`src/design/mpmem_pkg.sv`:
```
`default_nettype none

package mpmem_pkg;

  // ********************
  // Sizes
  // ********************

  localparam int DATA_W     = 32;
  localparam int NUM_RDPT   = 2;   // Read ports, one memory copy each
  localparam int NUM_VBNK   = 4;   // Banks per copy
  localparam int BIT_VBNK   = 2;
  localparam int NUM_VROW   = 64;  // Rows per bank
  localparam int BIT_VROW   = 6;
  localparam int BIT_ADDR   = 8;   // Bank index in low bits, row above it
  localparam int SRAM_DELAY = 2;   // Bank read latency

  // ********************
  // Request and response types
  // ********************

  // Write request as seen at the top ports
  typedef struct packed {
    logic                write;
    logic [BIT_ADDR-1:0] addr;
    logic [DATA_W-1:0]   bw;
    logic [DATA_W-1:0]   din;
  } mem_wr_t;

  // Read request, one per port
  typedef struct packed {
    logic                read;
    logic [BIT_ADDR-1:0] addr;
  } mem_rd_t;

  // Write after address split
  typedef struct packed {
    logic                write;
    logic [BIT_VBNK-1:0] bank;
    logic [BIT_VROW-1:0] row;
    logic [DATA_W-1:0]   bw;
    logic [DATA_W-1:0]   din;
  } bank_wr_t;

  // Read after address split
  typedef struct packed {
    logic                read;
    logic [BIT_VBNK-1:0] bank;
    logic [BIT_VROW-1:0] row;
  } bank_rd_t;

  typedef struct packed {
    logic              vld;
    logic [DATA_W-1:0] data;
  } rd_rsp_t;

endpackage

`default_nettype wire

```
`src/design/mpmem_rd_out.sv`:
```
`default_nettype none

module mpmem_rd_out (
  input  logic                                         vrd_clk,
  input  logic                                         rst_n,
  input  logic                                         flop_bypass,
  input  mpmem_pkg::rd_rsp_t [mpmem_pkg::NUM_RDPT-1:0] rsp_in,
  output mpmem_pkg::rd_rsp_t [mpmem_pkg::NUM_RDPT-1:0] rsp_out
);
  import mpmem_pkg::*;

  logic [NUM_RDPT-1:0] vld_q;
  logic [DATA_W-1:0]   data_q [NUM_RDPT];

  always_ff @(posedge vrd_clk or negedge rst_n) begin
    if (!rst_n) begin
      vld_q <= '0;
    end else begin
      for (int p = 0; p < NUM_RDPT; p++) begin
        vld_q[p] <= rsp_in[p].vld;
      end
    end
  end

  always_ff @(posedge vrd_clk) begin
    for (int p = 0; p < NUM_RDPT; p++) begin
      if (rsp_in[p].vld) begin
        data_q[p] <= rsp_in[p].data;  // Hold between responses
      end
    end
  end

  // Bypass is static during traffic
  always_comb begin
    for (int p = 0; p < NUM_RDPT; p++) begin
      if (flop_bypass) begin
        rsp_out[p] = rsp_in[p];
      end else begin
        rsp_out[p].vld  = vld_q[p];
        rsp_out[p].data = data_q[p];
      end
    end
  end

endmodule

`default_nettype wire

```
`config.mk`:
```
export PLATFORM = sky130hd
export DESIGN_NAME = mpmem_rd_out
export DESIGN_NICKNAME = d
export VERILOG_FILES = /design/src/design/mpmem_pkg.sv /design/src/design/mpmem_rd_out.sv
export SDC_FILE = /design/constraint.sdc
export NUM_CORES = 1
export LEC_CHECK = 0
export BUFFER_PORTS_ARGS = -buffer_cell sky130_fd_sc_hd__buf_4
export CAP_MARGIN = 20
export CORE_UTILIZATION = 50
export DETAILED_ROUTE_END_ITERATION = 12
export GPL_TIMING_DRIVEN = 0
export PLACE_DENSITY = 0.85
export SLEW_MARGIN = 10
export SYNTH_ARGS = -nofsm -noshare
export SYNTH_HDL_FRONTEND = slang
export SYNTH_SLANG_ARGS = --single-unit
```
`constraint.sdc`:
```
create_clock -name vrd_clk -period 1.45 [get_ports vrd_clk]
set_input_delay 0.29 -clock vrd_clk [delete_from_list [all_inputs] [get_ports vrd_clk]]
set_output_delay 0.29 -clock vrd_clk [all_outputs]
set_load 0.02 [all_outputs]
```
==> impl_metrics.yaml, run 1 <==
place:
  dp_hpwl_mm: 4.28
  portBuffers: 133
  placed_cell_area_um2: 4020
  place_inst: 344
  gp_congestion: 0.712
finish:
  seq_area_um2: 1970
  final_cell_area_um2: 4300
  area_delta_synth_final_pct: 46.6
  antennaDiodeCount: 0
  nets: 353
  layout_common_cells: "buf_4 (105), edfxtp_1 (64), mux2_4 (43), buf_6 (33), mux2_2 (23)"
  num-fill-cells: 344
  layout-drive-gt1-share_pct: 75.7
  mostFrequentLayoutCell: "buf_4"
  instances_no_fill: 360
  multiInputGateArea_um2: 905
  fin_util_pct: 77.1
synthesis:
  avgSynthCellArea_um2: 21.1
  netlist_instances: 139
  netlist-cell-type-count: 6
  netlist_area_um2: 2930
  yosysSeqAreaShare_pct: 67.3
  ys_ff_latch: 66
  synth_nets: 208
  yosysWarnings: 0
floorplanning:
  die_y_um: 78.6
  design.die.area_um2: 6170
  pin_count: 135
  core_um2: 5570
  die_w_um: 78.6
  initial_utilization_pct: 52.6
  rows: 27
route:
  via_per_inst: 4.98
  finalWirelength_mm: 5.89
  drc: 0
  drt-initial-drc-count: 74
  wl_per_cell_um: 16.4
  drt_pass1_iterations: 4
  vias: 1791
  antenna_left: 0
cts:
  cts_max_level: 3
  post_cts_buffers: 0
  numCtsBuffers: 9
  cts-root-buf: "clkbuf_8"
  clk_pin_slew_ns: 0.07
  cts_tree: "yes"
  ctsLongestPathBuffers: 2
  cts_sinks: 66
run_status:
  status: "complete, no violations"
global_routing:
  overflow: 0
  grt_usage_pct: 19.8
  grt_max_degree: 35
  grt_pass1_vias: 1866
  antenna_found_initial: 0
  grt_pass1_wl_mm: 9.06
power:
  p_clk_share_pct: 26.3
  combPwrFrac_pct: 23.2
  switchingPower_mw: 1.13
  vdd_drop_max_v: 0.000834
  power_per_cell_area_nw_per_um2: 1060
  internal_power_mw: 3.44
  switching_share_pct: 24.7
  leakagePower_nw: 1.89
  sequentialPowerShare_pct: 50.5
timing:
  fin_setup_tns_ns: 0
  slew_violations: 0
  max_slew_margin_pct: 72.1
  tightest_slew_ns: 0.418
  finalSetupViolations: 0
  hold_viol: 0
  fmax_mhz: 695
  timing.hold.ws_ns: 0.142
  finalCritPeriodShare_pct: 99.2
  fin_crit_ns: 1.44
  rsz0062_at_grt: "true"
worst_setup_path:
  worstSetupPathType: "reg2out"
  crit_path_max_fanout: 1
  cp-end-kind: "output pin"
  startpoint_type: "flop"
  arrival_ns: 1.15
  startpoint: "data_q[0][15]$_DFFE_PP_"
  worstSetupEndpoint: "rsp_out[15]"
  crit_required_ns: 1.16
hold_path:
  hold_class: "in2reg"
run:
  cap_violations: 0
how the worst min path moves through the flow:
stage | start | depth (start not counted) | to | slack (ns)
after floorplan | rst_n | 0 | vld_q[0]$_DFF_PN0_ | -0.006
after global placement | rst_n | 1 | vld_q[1]$_DFF_PN0_ | 0.07
after detailed placement | rst_n | 1 | vld_q[1]$_DFF_PN0_ | 0.08
after CTS | rsp_in[39] | 1 | data_q[0][38]$_DFFE_PP_ | 0.13
after global routing | rsp_in[38] | 1 | data_q[0][37]$_DFFE_PP_ | 0.13
final | rsp_in[38] | 1 | data_q[0][37]$_DFFE_PP_ | 0.14
power by group through the flow:
stage               registers, mW  clock network (mW)  logic [mW]
floorplan                    2.32                   0       0.527
global placement             2.33                   0       0.979
detailed placement           2.34                   0       0.996
CTS                          2.30                1.23        1.02
global route                 2.32                1.31        1.11
finish                       2.30                1.20        1.06
logic make-up after synthesis:
kind of cell | Yosys count | synth area share, %
DFF | 66 | 67.3
muxes | 66 | 30.5
buffers and inverters | 7 | 2.26
state kept, by name, indices dropped and copies added, names as in the netlist:
register,cells
data_q,64
vld_q,2
worst max-delay path: stages, from the launching register on:
cell and delay, ns:
edfxtp_1 0.39, mux2_4 0.30, buf_6 0.13
layout make-up:
cell class                 count  area share (%)
buffer                         7            1.54
clock buffer                  10            2.97
clock inverter                 5           0.524
multi-input combinational     66            21.1
sequential                    66            45.9
tap                           72            2.10
timing repair buffer         134            25.9
routing by layer:
metal  vias up  track usage (%)  wire length (um)  share of wire [%]
met3        12             7.09               657                 11
met5         -                0                 0                  0
met1       838             24.3              2370                 40
met2       105             30.5              2760                 47
li1        836                -                 -                  -
met4         0             10.6               111                1.9
synth_stat cells, drive strengths merged:
master / instances / share of area (%)
buf: 7 / 2.3
dfrtp: 2 / 1.7
edfxtp: 64 / 66
mux2: 66 / 30
through the flow:
step           worst slack [ns]  total power, mW
6_report                 0.0119             4.56
5_1_grt                 -0.0189             4.74
4_1_cts               0.0000342             4.55
3_5_place_dp             0.0588             3.34
3_3_place_gp             0.0635             3.31
2_1_floorplan             0.239             2.85
repair_timing:
| item | in CTS | in global routing |
|---|---|---|
| endpoints found under the setup margin | 6 | 25 |
| resized for setup | 7 | 24 |
| endpoints found under the hold margin | 2 | 0 |
| hold buffers | 1 | 0 |
No activity file was read; power rests on OpenSTA's default activity.
==> run 2: changes to the inputs <==
--- a/config.mk
+++ b/config.mk
@@ -11,4 +11,5 @@
 export DETAILED_ROUTE_END_ITERATION = 12
 export GPL_TIMING_DRIVEN = 0
+export MAX_ROUTING_LAYER = met4
 export PLACE_DENSITY = 0.85
 export SLEW_MARGIN = 10
==> constraint.sdc (replaced) <==
create_clock -name vrd_clk -period 1.45 [get_ports vrd_clk]
set_input_delay 0.3625 -clock vrd_clk [delete_from_list [all_inputs] [get_ports vrd_clk]]
set_output_delay 0.3625 -clock vrd_clk [all_outputs]
set_load 0.02 [all_outputs]
==> impl_metrics.yaml, run 2 (same netlist as run 1, synthesis figures left out) <==
run_status:
  status: "complete, but fails checks"
  violations: "negative setup slack"
finish:
  nets: 353
  largest_reg_flops: 64
  instances_no_fill: 360
  layout_common_cells: "buf_6 (68), buf_4 (65), edfxtp_1 (64), mux2_4 (48), mux2_2 (18)"
  layout-drive-gt1-share_pct: 75.7
  top_register: "data_q"
  final_cell_area_um2: 4510
  num-fill-cells: 290
  fin_util_pct: 80.9
  area_delta_synth_final_pct: 53.9
  antennaDiodeCount: 0
  mostFrequentLayoutCell: "buf_6"
  reg.largest.list: "data_q: 64 flops, vld_q: 2 flops"
timing:
  finalCritPeriodShare_pct: 106
  setup_ws_ns: -0.0814
  finalSetupViolations: 62
  hold_viol: 0
  fin_crit_ns: 1.53
  tightest_slew_ns: 0.307
  max_slew_margin_pct: 79.5
  slew_violations: 0
  rsz0062_at_grt: "true"
  fmax_mhz: 653
  fin_setup_tns_ns: -1.44
global_routing:
  met1_usage_pct: 26.3
  grt_pass1_vias: 1964
  met3_usage_pct: 5.47
  overflow: 0
  grt_usage_pct: 22.1
  use_met2_pct: 35.0
  antenna_found_initial: 0
  grt_pass1_wl_mm: 9.75
  grt-busiest-layer: "met2"
  grt_max_degree: 35
route:
  drt-initial-drc-count: 68
  drt_pass1_iterations: 4
  vias: 1813
  antenna_left: 0
  drc: 0
  wl_per_cell_um: 17.7
  via_per_inst: 5.04
  finalWirelength_mm: 6.36
worst_setup_path:
  slowest_stage: "edfxtp_1"
  startpoint_type: "flop"
  arrival_ns: 1.17
  crit_chain: "mux2_4 -> buf_6"
  crit_path_max_fanout: 1
  max_stage_delay_ns: 0.40
  cp-end-kind: "output pin"
  crit_required_ns: 1.09
  worstSetupPathType: "reg2out"
run:
  cap_violations: 0
cts:
  clk_pin_slew_ns: 0.07
  numCtsBuffers: 9
  cts_sinks: 66
  ctsLongestPathBuffers: 2
  cts_tree: "yes"
  post_cts_buffers: 0
  cts_max_level: 3
  cts-root-buf: "clkbuf_8"
floorplanning:
  initial_utilization_pct: 52.6
  die_y_um: 78.6
  design.die.area_um2: 6170
  core_um2: 5570
  pin_count: 135
  rows: 27
  die_w_um: 78.6
hold_path:
  min_to: "data_q[0][34]$_DFFE_PP_"
  hold_depth: 1
  worstHoldStart: "rsp_in[35]"
  hold_class: "in2reg"
place:
  dp_hpwl_mm: 4.28
  portBuffers: 133
  placed_cell_area_um2: 4020
  gp_congestion: 0.720
  place_inst: 344
power:
  power_per_cell_area_nw_per_um2: 1040
  leakagePower_nw: 1.98
  total_power_mw: 4.68
  vdd_drop_max_v: 0.000859
-- run 2: worst max path at each step --
stage	start	depth (start not counted)	endpoint
after floorplan	flop_bypass	3	rsp_out[0]
after global placement	flop_bypass	4	rsp_out[17]
after detailed placement	flop_bypass	4	rsp_out[4]
after CTS	data_q[0][15]$_DFFE_PP_	2	rsp_out[15]
after global routing	data_q[0][40]$_DFFE_PP_	2	rsp_out[41]
final	data_q[0][40]$_DFFE_PP_	2	rsp_out[41]
-- run 2: area by class of cell --
cell class | instances | area (um^2) | area share [%]
buffer | 7 | 113 | 2.50
clock buffer | 10 | 128 | 2.83
clock inverter | 5 | 22.5 | 0.499
multi-input combinational | 66 | 923 | 20.5
sequential | 66 | 1970 | 43.7
tap | 72 | 90.1 | 2.00
timing repair buffer | 134 | 1260 | 28.0
-- run 2: stage by stage --
stage	worst slack, ns	hold slack [ns]
after floorplan	0.0942	0.0669
after global placement	-0.0815	0.146
after detailed placement	-0.0862	0.148
after CTS	-0.0691	0.199
after global routing	-0.113	0.199
final	-0.0814	0.212
-- run 2: what timing repair did --
action / in CTS / in global routing
hold buffers: 1 / 0
hold endpoints to repair: 2 / 0
setup endpoints to repair: 66 / 66
gates resized for setup: 80 / 7
-- run 2: worst max-delay path: cells and delay by family, from the launching register on --
family	cells	cell delay [ns]
buffers and inverters	1	0.13
flip-flops	1	0.40
multiplexers	1	0.30
-- run 2: power by group --
group / switching, mW / total [mW] / internal, mW
Clock: 0.618 / 1.21 / 0.589
Sequential: 0.0468 / 2.31 / 2.26
Combinational: 0.501 / 1.17 / 0.671
Total: 1.17 / 4.68 / 3.52
-- run 2: routing by layer --
layer | wire (um) | vias to the layer above
li1 | - | 836
met1 | 2580 | 858
met2 | 3100 | 105
met3 | 545 | 14
met4 | 132 | 0
met5 | 0 | -
